`src/hw/ice_cmd_pkg.sv`:
```
package ice_cmd_pkg;

	// Command bytes
	localparam logic [7:0] cmd_version = 8'h76;
	localparam logic [7:0] cmd_query_i2c = 8'h49;
	localparam logic [7:0] cmd_set_i2c = 8'h69;
	localparam logic [7:0] cmd_query_gpio = 8'h47;
	localparam logic [7:0] cmd_set_gpio = 8'h67;
	localparam logic [7:0] cmd_query_uart = 8'h55;
	localparam logic [7:0] cmd_set_uart = 8'h75;

	// Selector bytes, UART ignores its selector
	localparam logic [7:0] sel_speed = 8'h63;
	localparam logic [7:0] sel_addr = 8'h61;
	localparam logic [7:0] sel_level = 8'h6C;
	localparam logic [7:0] sel_dir = 8'h64;

	localparam logic [7:0] version_major = 8'h00;
	localparam logic [7:0] version_minor = 8'h02;

	typedef enum logic [2:0] {
		p_i2c_speed,
		p_i2c_addr,
		p_gpio_level,
		p_gpio_dir,
		p_uart_baud,
		p_none
	} param_e;

	typedef struct packed {
		logic [7:0]  i2c_speed;
		logic [15:0] i2c_addr;
		logic [23:0] gpio_level;
		logic [23:0] gpio_dir;
		logic [15:0] uart_baud;
	} settings_t;

	localparam settings_t settings_reset = '{
		i2c_speed: 8'd99,
		i2c_addr: 16'hFFFF,
		gpio_level: 24'h000000,
		gpio_dir: 24'h000000,
		uart_baud: 16'd174
	};

endpackage

```
`src/hw/ice_msg_pkg.sv`:
```
package ice_msg_pkg;

	// One byte of the host command bus
	typedef struct packed {
		logic [7:0] data;
		logic       valid;
		logic       frame;
	} bus_in_t;

	// One byte of a response stream
	typedef struct packed {
		logic [7:0] data;
		logic       valid;
	} resp_byte_t;

	localparam logic [7:0] code_ack = 8'h00;
	localparam logic [7:0] code_nak = 8'h01;

	// Longest response is six bytes
	localparam int resp_depth = 8;

endpackage

```
`src/hw/ack_builder.sv`:
```
`timescale 1ns/100ps

module ack_builder (
	input  logic                    clk,
	input  logic                    rst,
	input  logic                    start,
	input  logic [7:0]              code,
	input  logic [7:0]              eid,
	input  logic [7:0]              length,
	output ice_msg_pkg::resp_byte_t hdr,
	output logic                    active
);

	logic [1:0] seq;
	logic [7:0] code_q;
	logic [7:0] eid_q;
	logic [7:0] len_q;

	// 0 idle, 1..3 select code, EID, length
	always_ff @(posedge clk) begin
		if (rst) begin
			seq <= 2'd0;
		end else if (start) begin
			seq <= 2'd1;
		end else if (seq != 2'd0) begin
			// Wraps back to idle after the length byte
			seq <= seq + 2'd1;
		end
	end

	always_ff @(posedge clk) begin
		if (start) begin
			code_q <= code;
			eid_q <= eid;
			len_q <= length;
		end
	end

	always_comb begin
		hdr.valid = (seq != 2'd0);
		case (seq)
			2'd1: hdr.data = code_q;
			2'd2: hdr.data = eid_q;
			default: hdr.data = len_q;
		endcase
	end

	assign active = (seq != 2'd0);

endmodule

```
`src/hw/basics_fsm.sv`:
```
`timescale 1ns/100ps

module basics_fsm (
	input  logic                    clk,
	input  logic                    rst,
	input  ice_msg_pkg::bus_in_t    bus,
	input  logic                    generate_nak,
	output logic                    ack_start,
	output logic [7:0]              ack_code,
	output logic [7:0]              ack_eid,
	output logic [7:0]              ack_length,
	input  ice_msg_pkg::resp_byte_t ack_hdr,
	input  logic                    ack_active,
	output ice_cmd_pkg::param_e     pb_target,
	output logic                    pb_stage,
	output logic                    pb_shift_in,
	output logic [7:0]              pb_in_byte,
	output logic                    pb_commit,
	output logic                    pb_snap,
	output logic                    pb_shift_out,
	input  logic [7:0]              pb_out_byte,
	output logic                    cnt_load,
	output logic [3:0]              cnt_load_value,
	output logic                    cnt_dec,
	input  logic                    cnt_zero,
	output ice_msg_pkg::resp_byte_t buf_wr,
	output logic                    frame_end,
	input  logic                    buf_busy
);

	typedef enum logic [3:0] {
		s_idle,
		s_eid,
		s_len,
		s_ver,
		s_ver_chk,
		s_sel,
		s_snap,
		s_set_data,
		s_commit,
		s_hdr,
		s_hdr_wait,
		s_data,
		s_end,
		s_wait
	} state_e;

	state_e state;
	state_e state_n;
	logic frame_q;
	logic frame_start;
	logic cmd_known;
	logic cmd_is_set;
	logic [7:0] cmd_q;
	logic [7:0] eid_q;
	logic [15:0] ver_q;
	logic [7:0] resp_code;
	logic [3:0] resp_len;
	logic resp_param;
	logic [7:0] data_byte;
	ice_cmd_pkg::param_e target_q;
	ice_cmd_pkg::param_e sel_target;

	// Value bytes per parameter
	function automatic logic [3:0] param_len(input ice_cmd_pkg::param_e p);
		case (p)
			ice_cmd_pkg::p_i2c_speed: return 4'd1;
			ice_cmd_pkg::p_i2c_addr, ice_cmd_pkg::p_uart_baud: return 4'd2;
			ice_cmd_pkg::p_gpio_level, ice_cmd_pkg::p_gpio_dir: return 4'd3;
			default: return 4'd0;
		endcase
	endfunction

	assign frame_start = bus.valid && bus.frame && !frame_q;

	always_comb begin
		case (bus.data)
			ice_cmd_pkg::cmd_version,
			ice_cmd_pkg::cmd_query_i2c, ice_cmd_pkg::cmd_set_i2c,
			ice_cmd_pkg::cmd_query_gpio, ice_cmd_pkg::cmd_set_gpio,
			ice_cmd_pkg::cmd_query_uart, ice_cmd_pkg::cmd_set_uart: cmd_known = 1'b1;
			default: cmd_known = 1'b0;
		endcase
	end

	assign cmd_is_set = (cmd_q == ice_cmd_pkg::cmd_set_i2c) ||
		(cmd_q == ice_cmd_pkg::cmd_set_gpio) || (cmd_q == ice_cmd_pkg::cmd_set_uart);

	// Selector decode against the latched command group
	always_comb begin
		sel_target = ice_cmd_pkg::p_none;
		case (cmd_q)
			ice_cmd_pkg::cmd_query_i2c, ice_cmd_pkg::cmd_set_i2c: begin
				if (bus.data == ice_cmd_pkg::sel_speed) begin
					sel_target = ice_cmd_pkg::p_i2c_speed;
				end else if (bus.data == ice_cmd_pkg::sel_addr) begin
					sel_target = ice_cmd_pkg::p_i2c_addr;
				end
			end
			ice_cmd_pkg::cmd_query_gpio, ice_cmd_pkg::cmd_set_gpio: begin
				if (bus.data == ice_cmd_pkg::sel_level) begin
					sel_target = ice_cmd_pkg::p_gpio_level;
				end else if (bus.data == ice_cmd_pkg::sel_dir) begin
					sel_target = ice_cmd_pkg::p_gpio_dir;
				end
			end
			ice_cmd_pkg::cmd_query_uart, ice_cmd_pkg::cmd_set_uart: begin
				sel_target = ice_cmd_pkg::p_uart_baud;
			end
			default: begin
			end
		endcase
	end

	always_comb begin
		state_n = state;
		ack_start = 1'b0;
		pb_stage = 1'b0;
		pb_shift_in = 1'b0;
		pb_commit = 1'b0;
		pb_snap = 1'b0;
		pb_shift_out = 1'b0;
		cnt_load = 1'b0;
		cnt_load_value = 4'd0;
		cnt_dec = 1'b0;
		frame_end = 1'b0;
		case (state)
			s_idle: begin
				if (generate_nak) begin
					state_n = s_hdr;
				end else if (frame_start && cmd_known) begin
					state_n = s_eid;
				end
			end
			s_eid: begin
				if (bus.valid) begin
					state_n = s_len;
				end else if (!bus.frame) begin
					state_n = s_idle;
				end
			end
			s_len: begin
				if (bus.valid) begin
					if (cmd_q == ice_cmd_pkg::cmd_version) begin
						cnt_load = 1'b1;
						cnt_load_value = 4'd1;
						state_n = s_ver;
					end else begin
						state_n = s_sel;
					end
				end else if (!bus.frame) begin
					state_n = s_idle;
				end
			end
			s_ver: begin
				if (bus.valid) begin
					cnt_dec = 1'b1;
					if (cnt_zero) begin
						state_n = s_ver_chk;
					end
				end else if (!bus.frame) begin
					state_n = s_idle;
				end
			end
			s_ver_chk: state_n = s_hdr;
			s_sel: begin
				if (bus.valid) begin
					if (sel_target == ice_cmd_pkg::p_none) begin
						state_n = s_hdr;
					end else if (cmd_is_set) begin
						pb_stage = 1'b1;
						cnt_load = 1'b1;
						cnt_load_value = param_len(sel_target) - 4'd1;
						state_n = s_set_data;
					end else begin
						state_n = s_snap;
					end
				end else if (!bus.frame) begin
					state_n = s_idle;
				end
			end
			s_snap: begin
				pb_snap = 1'b1;
				state_n = s_hdr;
			end
			s_set_data: begin
				if (bus.valid) begin
					pb_shift_in = 1'b1;
					cnt_dec = 1'b1;
					if (cnt_zero) begin
						state_n = s_commit;
					end
				end else if (!bus.frame) begin
					state_n = s_idle;
				end
			end
			s_commit: begin
				pb_commit = 1'b1;
				state_n = s_hdr;
			end
			s_hdr: begin
				ack_start = 1'b1;
				cnt_load = 1'b1;
				cnt_load_value = resp_len - 4'd1;
				state_n = s_hdr_wait;
			end
			s_hdr_wait: begin
				if (!ack_active) begin
					state_n = (resp_len == 4'd0) ? s_end : s_data;
				end
			end
			s_data: begin
				cnt_dec = 1'b1;
				pb_shift_out = resp_param;
				if (cnt_zero) begin
					state_n = s_end;
				end
			end
			s_end: begin
				frame_end = 1'b1;
				state_n = s_wait;
			end
			s_wait: begin
				if (!buf_busy) begin
					state_n = s_idle;
				end
			end
			default: state_n = s_idle;
		endcase
	end

	always_ff @(posedge clk) begin
		if (rst) begin
			state <= s_idle;
			frame_q <= 1'b0;
		end else begin
			state <= state_n;
			frame_q <= bus.frame;
		end
	end

	// Response fields, settled before s_hdr
	always_ff @(posedge clk) begin
		case (state)
			s_idle: begin
				cmd_q <= bus.data;
				if (generate_nak) begin
					eid_q <= 8'h00;
					resp_code <= ice_msg_pkg::code_nak;
					resp_len <= 4'd0;
				end
			end
			s_eid: begin
				if (bus.valid) begin
					eid_q <= bus.data;
				end
			end
			s_ver: begin
				if (bus.valid) begin
					ver_q <= {ver_q[7:0], bus.data};
				end
			end
			s_ver_chk: begin
				resp_param <= 1'b0;
				if (ver_q == {ice_cmd_pkg::version_major, ice_cmd_pkg::version_minor}) begin
					resp_code <= ice_msg_pkg::code_ack;
					resp_len <= 4'd0;
				end else begin
					resp_code <= ice_msg_pkg::code_nak;
					resp_len <= 4'd2;
				end
			end
			s_sel: begin
				if (bus.valid) begin
					target_q <= sel_target;
					resp_param <= 1'b1;
					resp_code <= (sel_target == ice_cmd_pkg::p_none) ?
						ice_msg_pkg::code_nak : ice_msg_pkg::code_ack;
					resp_len <= cmd_is_set ? 4'd0 : param_len(sel_target);
				end
			end
			default: begin
			end
		endcase
	end

	// Version NAK sends major then minor, counter loaded with 1
	assign data_byte = resp_param ? pb_out_byte :
		(cnt_zero ? ice_cmd_pkg::version_minor : ice_cmd_pkg::version_major);

	// Header and data never overlap
	always_comb begin
		if (ack_hdr.valid) begin
			buf_wr = ack_hdr;
		end else begin
			buf_wr.data = data_byte;
			buf_wr.valid = (state == s_data);
		end
	end

	assign ack_code = resp_code;
	assign ack_eid = eid_q;
	assign ack_length = {4'h0, resp_len};
	assign pb_target = target_q;
	assign pb_in_byte = bus.data;

endmodule

```
`src/hw/basics_top.sv`:
```
`timescale 1ns/100ps

module basics_top (
	input  logic                    clk,
	input  logic                    rst,
	input  ice_msg_pkg::bus_in_t    bus,
	input  logic                    generate_nak,
	input  logic [23:0]             gpio_read,
	output ice_msg_pkg::resp_byte_t resp,
	output logic                    resp_frame_valid,
	output ice_cmd_pkg::settings_t  settings
);

	logic ack_start;
	logic [7:0] ack_code;
	logic [7:0] ack_eid;
	logic [7:0] ack_length;
	logic ack_active;
	ice_msg_pkg::resp_byte_t ack_hdr;
	ice_cmd_pkg::param_e pb_target;
	logic pb_stage;
	logic pb_shift_in;
	logic [7:0] pb_in_byte;
	logic pb_commit;
	logic pb_snap;
	logic pb_shift_out;
	logic [7:0] pb_out_byte;
	logic cnt_load;
	logic [3:0] cnt_load_value;
	logic cnt_dec;
	logic cnt_zero;
	ice_msg_pkg::resp_byte_t buf_wr;
	logic frame_end;
	logic buf_busy;

	basics_fsm u_fsm (
		.clk(clk), .rst(rst), .bus(bus), .generate_nak(generate_nak),
		.ack_start(ack_start), .ack_code(ack_code), .ack_eid(ack_eid),
		.ack_length(ack_length), .ack_hdr(ack_hdr), .ack_active(ack_active),
		.pb_target(pb_target), .pb_stage(pb_stage), .pb_shift_in(pb_shift_in),
		.pb_in_byte(pb_in_byte), .pb_commit(pb_commit), .pb_snap(pb_snap),
		.pb_shift_out(pb_shift_out), .pb_out_byte(pb_out_byte),
		.cnt_load(cnt_load), .cnt_load_value(cnt_load_value), .cnt_dec(cnt_dec),
		.cnt_zero(cnt_zero), .buf_wr(buf_wr), .frame_end(frame_end), .buf_busy(buf_busy)
	);

	byte_counter u_cnt (
		.clk(clk), .rst(rst), .load(cnt_load), .load_value(cnt_load_value),
		.dec(cnt_dec), .zero(cnt_zero)
	);

	param_bank u_bank (
		.clk(clk), .rst(rst), .target(pb_target), .stage(pb_stage),
		.shift_in(pb_shift_in), .in_byte(pb_in_byte), .commit(pb_commit),
		.snap(pb_snap), .shift_out(pb_shift_out), .gpio_read(gpio_read),
		.out_byte(pb_out_byte), .settings(settings)
	);

	ack_builder u_ack (
		.clk(clk), .rst(rst), .start(ack_start), .code(ack_code), .eid(ack_eid),
		.length(ack_length), .hdr(ack_hdr), .active(ack_active)
	);

	response_buffer u_buf (
		.clk(clk), .rst(rst), .wr(buf_wr), .frame_end(frame_end), .out(resp),
		.out_frame_valid(resp_frame_valid), .busy(buf_busy)
	);

endmodule

```
`src/hw/byte_counter.sv`:
```
`timescale 1ns/100ps

module byte_counter (
	input  logic       clk,
	input  logic       rst,
	input  logic       load,
	input  logic [3:0] load_value,
	input  logic       dec,
	output logic       zero
);

	logic [3:0] count;

	// Load takes priority over decrement
	always_ff @(posedge clk) begin
		if (rst) begin
			count <= 4'd0;
		end else if (load) begin
			count <= load_value;
		end else if (dec && count != 4'd0) begin
			count <= count - 4'd1;
		end
	end

	// Loaded with N-1, so zero marks the last byte
	assign zero = (count == 4'd0);

endmodule

```
`src/hw/param_bank.sv`:
```
`timescale 1ns/100ps

module param_bank (
	input  logic                   clk,
	input  logic                   rst,
	input  ice_cmd_pkg::param_e    target,
	input  logic                   stage,
	input  logic                   shift_in,
	input  logic [7:0]             in_byte,
	input  logic                   commit,
	input  logic                   snap,
	input  logic                   shift_out,
	input  logic [23:0]            gpio_read,
	output logic [7:0]             out_byte,
	output ice_cmd_pkg::settings_t settings
);

	logic [23:0] staging;
	logic [23:0] snapshot;

	// Set bytes arrive MSB first
	always_ff @(posedge clk) begin
		if (stage) begin
			staging <= 24'h000000;
		end else if (shift_in) begin
			staging <= {staging[15:0], in_byte};
		end
	end

	// Live settings change only on commit
	always_ff @(posedge clk) begin
		if (rst) begin
			settings <= ice_cmd_pkg::settings_reset;
		end else if (commit) begin
			case (target)
				ice_cmd_pkg::p_i2c_speed: begin
					settings.i2c_speed <= staging[7:0];
				end
				ice_cmd_pkg::p_i2c_addr: begin
					settings.i2c_addr <= staging[15:0];
				end
				ice_cmd_pkg::p_gpio_level: begin
					settings.gpio_level <= staging;
				end
				ice_cmd_pkg::p_gpio_dir: begin
					settings.gpio_dir <= staging;
				end
				ice_cmd_pkg::p_uart_baud: begin
					settings.uart_baud <= staging[15:0];
				end
				default: begin
				end
			endcase
		end
	end

	// Snapshot is left aligned so the next byte is always the top one
	always_ff @(posedge clk) begin
		if (snap) begin
			case (target)
				ice_cmd_pkg::p_i2c_speed: begin
					snapshot <= {settings.i2c_speed, 16'h0000};
				end
				ice_cmd_pkg::p_i2c_addr: begin
					snapshot <= {settings.i2c_addr, 8'h00};
				end
				ice_cmd_pkg::p_gpio_level: begin
					// Level queries report the pins, not the driven level
					snapshot <= gpio_read;
				end
				ice_cmd_pkg::p_gpio_dir: begin
					snapshot <= settings.gpio_dir;
				end
				ice_cmd_pkg::p_uart_baud: begin
					snapshot <= {settings.uart_baud, 8'h00};
				end
				default: begin
					snapshot <= 24'h000000;
				end
			endcase
		end else if (shift_out) begin
			snapshot <= {snapshot[15:0], 8'h00};
		end
	end

	assign out_byte = snapshot[23:16];

endmodule

```
`src/hw/response_buffer.sv`:
```
`timescale 1ns/100ps

module response_buffer (
	input  logic                    clk,
	input  logic                    rst,
	input  ice_msg_pkg::resp_byte_t wr,
	input  logic                    frame_end,
	output ice_msg_pkg::resp_byte_t out,
	output logic                    out_frame_valid,
	output logic                    busy
);

	logic [7:0] mem [ice_msg_pkg::resp_depth];
	logic [$clog2(ice_msg_pkg::resp_depth)-1:0] wptr;
	logic [$clog2(ice_msg_pkg::resp_depth)-1:0] rptr;
	logic [$clog2(ice_msg_pkg::resp_depth)-1:0] last;
	logic playing;

	always_ff @(posedge clk) begin
		if (wr.valid) begin
			mem[wptr] <= wr.data;
		end
	end

	// A full buffer wraps wptr to zero, last still points at entry 7
	assign last = wptr - 1'b1;

	always_ff @(posedge clk) begin
		if (rst) begin
			wptr <= '0;
			rptr <= '0;
			playing <= 1'b0;
		end else if (playing) begin
			rptr <= rptr + 1'b1;
			if (rptr == last) begin
				playing <= 1'b0;
				wptr <= '0;
				rptr <= '0;
			end
		end else begin
			if (wr.valid) begin
				wptr <= wptr + 1'b1;
			end
			if (frame_end) begin
				playing <= 1'b1;
			end
		end
	end

	always_comb begin
		out.data = mem[rptr];
		out.valid = playing;
	end

	assign out_frame_valid = playing;

	// Held while a frame is being built or played out
	assign busy = playing || (wptr != '0);

endmodule

```
`config.mk`:
```
export PLATFORM = sky130hd
export DESIGN_NAME = basics_top
export DESIGN_NICKNAME = d
export VERILOG_FILES = /design/src/hw/ice_cmd_pkg.sv /design/src/hw/ice_msg_pkg.sv /design/src/hw/ack_builder.sv /design/src/hw/basics_fsm.sv /design/src/hw/basics_top.sv /design/src/hw/byte_counter.sv /design/src/hw/param_bank.sv /design/src/hw/response_buffer.sv
export SDC_FILE = /design/constraint.sdc
export NUM_CORES = 1
export LEC_CHECK = 0
export BUFFER_PORTS_ARGS = -buffer_cell sky130_fd_sc_hd__buf_2
export CORE_UTILIZATION = 50
export CTS_BUF_LIST = sky130_fd_sc_hd__clkbuf_2 sky130_fd_sc_hd__clkbuf_4 sky130_fd_sc_hd__clkbuf_8
export DETAILED_ROUTE_END_ITERATION = 7
export HOLD_SLACK_MARGIN = 0.08
export PLACE_DENSITY = 0.7
export SETUP_SLACK_MARGIN = 0.2
export SLEW_MARGIN = 10
export SYNTH_ARGS = -nofsm -noshare
export SYNTH_HDL_FRONTEND = slang
export SYNTH_SLANG_ARGS = --single-unit
```
`constraint.sdc`:
```
create_clock -name clk -period 3.8 [get_ports clk]
set_input_delay 0.38 -clock clk [delete_from_list [all_inputs] [get_ports clk]]
set_output_delay 0.38 -clock clk [all_outputs]
set_load 0.02 [all_outputs]
```
# Word-level counts from Yosys, hierarchy flattened
# Memories as Yosys holds them, arrays and structs flattened. A register that Yosys moved wholly into a read port is not among the register bits.
# Index checks and enable logic that the tools add are counted.
word_totals:
  ram_bits: 64
  in_bits: 37
  output_inout_bits: 98
  latch_bits: 0
  n_memories: 1
  ff_bits: 222
  romBits: 0
memory_table:
  columns: ["name", "depth", "word_bits", "read_ports", "rd_ports_with_merged_regs", "write_ports", "line", "source"]
  rows:
  - ["u_buf.mem", 8, 8, 1, 1, 1, "response_buffer.sv:13", "logic [7:0] mem [ice_msg_pkg::resp_depth];"]
classes:
  bitwise: 0
  n_lt_le_gt_ge: 0
  div: 0
  add_sub_neg: 7
  n_eq_ne: 54
  shifts: 0
  mul: 0
  n_reduce_logical: 44
  mux: 87
op_table:
  columns: ["cell", "n"]
  rows:
  - ["8-bit by 7-bit equality test with 1-bit output, second input constant", 18]
  - ["24-bit case mux with 5 select lines", 1]
  - ["4-bit two-way mux", 26]
  - ["24-bit two-way mux", 2]
  - ["4-bit case mux with 12 select lines", 1]
  - ["8-bit two-way mux", 5]
  - ["3-bit two-way mux", 12]
  - ["8-bit case mux with 2 select lines", 2]
  - ["1-bit two-way mux", 26]
  - ["4-bit equality test, second input constant", 6]
  - ["4-bit case mux with 3 select lines", 2]
  - ["8-bit case mux with 3 select lines", 1]
  - ["2-bit AND reduction", 9]
  - ["16-bit by 2-bit equality test with 1-bit output, second input constant", 1]
  - ["4-bit by 3-bit equality test with 1-bit output, second input constant", 4]
  - ["2-bit nonzero test", 7]
  - ["2-bit OR reduction", 7]
  - ["3-bit by 2-bit equality test with 1-bit output, second input constant", 4]
  - ["4-bit logical NOT", 3]
  - ["2-bit inequality test, second input constant", 6]
  - ["4-bit by 1-bit subtractor with 4-bit output, second input constant", 3]
  - ["3-bit equality test, second input constant", 3]
  - ["9-bit two-way mux", 1]
  - ["3-bit by 2-bit inequality test with 1-bit output, second input constant", 3]
  - ["25 further kinds", 39]

# Depth between registers and ports, before layout
logic_depth:
  depth_word: 17
  mapped_depth: 9

# Modules after synthesis
# From an unflattened synthesis, not the netlist that was laid out.
hier_totals:
  cells_unflattened: 1097
  area_unflattened_um2: 12653.4
by_module_without_submodules:
  columns: ["mod", "cells_per_inst", "instances", "area_per_inst_um2"]
  rows:
  - ["param_bank", 592, 1, 5703.0]
  - ["response_buffer", 158, 1, 2997.9]
  - ["basics_fsm", 252, 1, 2658.8]
  - ["ack_builder", 66, 1, 1031.0]
  - ["byte_counter", 29, 1, 262.8]

# Worst setup path after synthesis
# No wires, ideal clock.
synth_timing:
  kind: "register -> register"
  start: "register u_fsm.state[0]"
  end: "register u_bank.snapshot[0], enable pin"
  period_less_slack_ns: 2.742
  path_slack_ns: 1.058
  t_required_ns: 3.395
  arrival_time_ns: 2.337
  stages_incl_launch_ff: 7
  n_path_buf: 3
  path_cell_list: "dfxtp_1 clkbuf_1 clkbuf_1 buf_1 nand2_1 o22a_1 nor2_1"
synth_via:
  elab_chain_len: 3
  elab_cells_between_ends: 5
  classes_between: "2 x eq/ne; 2 x mux; 1 x reduce/logical"
synth_lines:
  columns: ["element", "line", "source"]
  rows:
  - ["from (decl)", "basics_fsm.sv:48", "state_e state;"]
  - ["from (signal assigned)", "basics_fsm.sv:234", "state <= s_idle;"]
  - ["from (signal assigned)", "basics_fsm.sv:237", "state <= state_n;"]
  - ["4-bit by 3-bit equality test with 1-bit output or 4-bit equality test (tied branches)", "basics_fsm.sv:127", "case (state)"]
  - ["1-bit two-way mux", "basics_fsm.sv:127", null]
  - ["2-bit nonzero test (no line) *", null, null]
  - ["to (signal assigned)", "param_bank.sv:62", "snapshot <= {settings.i2c_speed, 16'h0000};"]
  - ["to (signal assigned)", "param_bank.sv:65", "snapshot <= {settings.i2c_addr, 8'h00};"]
  - ["to (signal assigned)", "param_bank.sv:69", "snapshot <= gpio_read;"]
  - ["to (decl)", "param_bank.sv:19", "logic [23:0] snapshot;"]
# Mark *: on every way between the ends. The rest lies on a longest branch, timed or not.
# A chain may end at the register's enable or synchronous reset.

# Worst setup path in the final report
layout_timing:
  start: "register u_fsm.cmd_q[4]"
  end: "register u_cnt.count[3]"
layout_via:
  elab_chain_len: 16
  elab_cells_between_ends: 39
  classes_between: "1 x add/sub; 12 x eq/ne; 17 x mux; 9 x reduce/logical"
layout_lines:
  columns: ["element", "line", "source"]
  rows:
  - ["from (decl)", "basics_fsm.sv:54", "logic [7:0] cmd_q;"]
  - ["from (signal assigned)", "basics_fsm.sv:246", "cmd_q <= bus.data;"]
  - ["8-bit by 7-bit equality test with 1-bit output, on equally long branches", "basics_fsm.sv:92, basics_fsm.sv:86, basics_fsm.sv:87", null]
  - ["2-bit OR reduction", "basics_fsm.sv:92", "case (cmd_q)"]
  - ["3-bit case mux with 3 select lines", "basics_fsm.sv:92", null]
  - ["3-bit by 2-bit equality test with 1-bit output (tied with other cells)", "basics_fsm.sv:66", "case (p)"]
  - ["2-bit OR reduction", "basics_fsm.sv:66", null]
  - ["2-bit case mux with 3 select lines", "basics_fsm.sv:66", null]
  - ["4-bit two-way mux", "basics_fsm.sv:170", "end else if (cmd_is_set) begin"]
  - ["4-bit two-way mux", "basics_fsm.sv:168", "if (sel_target == ice_cmd_pkg::p_none) begin"]
  - ["4-bit two-way mux", "basics_fsm.sv:167", "if (bus.valid) begin"]
  - ["4-bit two-way mux", "basics_fsm.sv:127", null]
  - ["4-bit by 1-bit subtractor with 4-bit output", "basics_fsm.sv:173", "cnt_load_value = param_len(sel_target) - 4'd1;"]
  - ["4-bit two-way mux", "basics_fsm.sv:170", null]
  - ["4-bit two-way mux", "basics_fsm.sv:168", null]
  - ["4-bit two-way mux", "basics_fsm.sv:167", null]
  - ["4-bit case mux with 3 select lines", "basics_fsm.sv:127", null]
  - ["4-bit two-way mux", "byte_counter.sv:18", "end else if (load) begin"]
  - ["to (signal assigned)", "byte_counter.sv:19", "count <= load_value;"]
  - ["to (signal assigned)", "byte_counter.sv:21", "count <= count - 4'd1;"]
  - ["to (decl)", "byte_counter.sv:12", "logic [3:0] count;"]
# Several ways; a longest one is shown, not always the timed one. The select of a mux whose other input is x is not followed.

==> impl_metrics.ini <==
[run_status]
status = finished, final reports clean

[cells_and_area]
drive_gt1_share_pct = 22.70
fin_area_mm2 = 0.01331
area_growth_syn_to_layout_pct = 15.75
diodes = 0
layout.nets = 1205
final_core_util_pct = 58.99
final_cells = 1470

[clock_network]
insertion_delay_ns = 0.56
ctsHoldBuffers = 0
cts_root_buf = clkbuf_8
cts_tree = done
clk_pin_slew_ns = 0.06
htree_levels = 2
cts.repair.resized = 0
cts_sinks = 271
post_cts_buffers = 0
cts_buffer_depth = 3
numCtsBuffers = 44

[timing]
post-route-period-util_pct = 71.00
min_period_ns = 2.698
final-hold-violation-count = 0
fin_hold_ws_ns = 0.1336
finClkSkew_ns = 0.02759
maxSlewHeadroom_pct = 40.07
rsz0062_at_grt = no
fmax_mhz = 370.6
worstMarginPinSlew_ns = 0.8989
setup_tns_ns = 0
final_max_slew_viol_count = 0
fin_ws_ns = 1.102
setup_viol = 0

[pwr]
cellPowerDensity_mw_per_mm2 = 542.7
intPower_mw = 5.179
seq_power_share_pct = 50.1
netSwitchingPower_mw = 2.046
p_clk_share_pct = 33.5
swShare_pct = 28.32
peakVddDrop_mv = 0.2776
power.total_mw = 7.225
power_leakage_nw = 4.829
p_comb_share_pct = 16.4

[synth]
synth_compound_area_share_pct = 11.55
syn-instance-count = 1021
async_flop_share_pct = 0
syn_area_mm2 = 0.01150
syn_avg_cell_area_um2 = 11.27
synthAdderAreaFrac_pct = 1.088
yosysWarnings = 0
seq_area_frac_synth_pct = 59.18
synth_flop_cell = edfxtp_1
yosys.area_share.xor_xnor_pct = 0.7288
netlist-cell-type-count = 63
synth.mux.area_fraction_pct = 9.398
synth_top_family_by_area = simple AND/OR/NAND/NOR gates
synth-seq-cells = 271
synth-edff-count = 138
syn_nets = 1068
yosys.area_share.simple_pct = 15.00

[global_routing]
grt_max_degree = 73
antenna_found_initial = 0
grt_pass1_wl_um = 45600
grt_usage_pct = 24.95
grt_pass1_vias = 8226
grt-ovfl-total = 0

[die]
dieArea_mm2 = 0.02361
dieWidth_um = 153.7
dieHeight_um = 153.7
num_io_pins = 135
initial_core_util_pct = 50.96
num_rows = 55
core_area_mm2 = 0.02257

[setup_path]
cp_slowest_cell = a211oi_1
path_cells = nand4bb_1 -> a211oi_1 -> nor3b_1 -> buf_4 -> o21ai_0 -> ha_1 -> a22oi_1 -> o2bb2ai_1 -> a221oi_1
cpPeakStageDelay_ns = 0.58
required_ns = 4.24
path_buf_inv = 1
path_class = reg -> reg
end_kind = register
critPathTopFamily = compound AO/OA/AOI/OAI gates
cp-start-kind = register
crit_fanout = 8
worstPathArrival_ns = 3.13

[place]
placedInstanceArea_mm2 = 0.01248
dp.cells = 1397
post-place-ws_ns = 1.190
dp_hpwl_um = 20020
port_buffers = 134
place_congestion = 0.8582

[detailed_routing]
ant_nets = 0
dr.pass1.iters = 5
routed_wire_length_per_instance_um = 19.74
dr_total_vias = 8368
drcViolationCount = 0
drt-initial-drc-count = 605
routed_via_density = 5.693
wl_um = 29020

[job]
cap_violations = 0

[hold_path]
hold_path_class = in -> reg
-- cell families (layout without fill, tap and decap cells) --
| logic type | after synthesis | in the layout |
|---|---|---|
| XOR/XNOR | 8 | 8 |
| adder cells (fa/ha/maj) | 10 | 10 |
| AO/OA/AOI/OAI | 199 | 199 |
| flip-flops | 271 | 271 |
| AND/OR/NAND/NOR | 357 | 357 |
| buffers and inverters | 89 | 253 |
| multiplexers | 87 | 87 |
-- Yosys cell counts, drive strengths merged (8+ instances only) --
| cell | instances | area, um^2 |
|---|---|---|
| o22ai | 17 | 106.4 |
| nor2b | 31 | 193.9 |
| a21oi | 87 | 435.4 |
| a22o | 24 | 210.2 |
| clkbuf | 50 | 187.7 |
| nor3 | 20 | 100.1 |
| buf | 20 | 92.59 |
| mux2 | 8 | 90.09 |
| nor2 | 73 | 274.0 |
| a211o | 21 | 183.9 |
| a22oi | 11 | 82.58 |
| nor4 | 8 | 50.05 |
| nand3b | 9 | 67.56 |
| o21ai | 9 | 45.04 |
| inv | 19 | 71.32 |
| ha | 10 | 125.1 |
| dfxtp | 133 | 2663 |
| mux4 | 16 | 360.4 |
| and3 | 11 | 68.82 |
| nor3b | 9 | 72.57 |
| nand2 | 151 | 566.8 |
| edfxtp | 138 | 4144 |
| mux2i | 63 | 630.6 |
| nand2b | 13 | 81.33 |
-- flip-flops by register name, indices dropped and copies added, names as in the netlist, 3 cells and up, named ones only --
signal and count:
u_buf.rptr 3, u_bank.snapshot 24, u_fsm.ack_eid 8, u_buf.mem 64, u_buf.wptr 3, u_bank.staging 24, u_cnt.count 4, u_fsm.ver_q 16
u_fsm.state 4, u_fsm.pb_target 3, u_bank.settings 88, u_fsm.cmd_q 8, u_ack.eid_q 8
-- cell type report --
type                       instances  area, um^2
sequential                       271        6807
inverter                          19       71.32
timing repair buffer             161       875.8
fill                            1909        9258
clock buffer                      66       783.3
clock inverter                     7       51.30
tap                              285       356.6
multi-input combinational        661        4369
-- final timing paths --
check | from | end | slack [ns] | depth (start not counted)
worst max-delay path | u_fsm.cmd_q[4] | u_cnt.count[3] | 1.10 | 9
worst min-delay path | bus[9] | u_fsm.ver_q[7] | 0.13 | 1
worst max register to register | u_fsm.cmd_q[4] | u_cnt.count[3] | 1.10 | 9
worst min register to register | u_fsm.ack_eid[3] | u_ack.eid_q[3] | 0.41 | 0
-- layer usage --
layer	part of all wire (%)	GRT usage (%)	wire, um
met4	2.6	9.095	757
met3	7.0	6.257	2041
met2	48	40.71	14030
met1	42	32.17	12190
met5	0	0	0
-- power groups by stage --
stage | Clock [mW] | Sequential [mW] | Combinational [mW]
floorplan | 0 | 3.58 | 0.870
global placement | 0 | 3.66 | 1.16
detailed placement | 0 | 3.67 | 1.18
CTS | 2.46 | 3.62 | 1.19
global route | 2.60 | 3.66 | 1.30
finish | 2.42 | 3.62 | 1.18
-- placed cells by master (no fill, tap or decap), types with 7 or more instances in the layout --
| master | n |
|---|---|
| nor4_1 | 7 |
| and3_1 | 11 |
| buf_2 | 133 |
| clkbuf_4 | 20 |
| mux2i_1 | 63 |
| o21ai_0 | 9 |
| nand2b_1 | 13 |
| a22oi_1 | 11 |
| nand2_1 | 151 |
| nor2b_1 | 31 |
| nor3b_1 | 8 |
| dfxtp_1 | 133 |
| nor3_1 | 19 |
| ha_1 | 10 |
| a211o_1 | 21 |
| inv_1 | 19 |
| nand3b_1 | 9 |
| mux2_2 | 8 |
| a21oi_1 | 87 |
| nand3_1 | 7 |
| mux4_2 | 16 |
| edfxtp_1 | 138 |
| buf_4 | 28 |
| a22o_1 | 24 |
| o22ai_1 | 17 |
| nor2_1 | 71 |
| clkbuf_8 | 46 |
No activity file was read; power rests on OpenSTA's default activity.
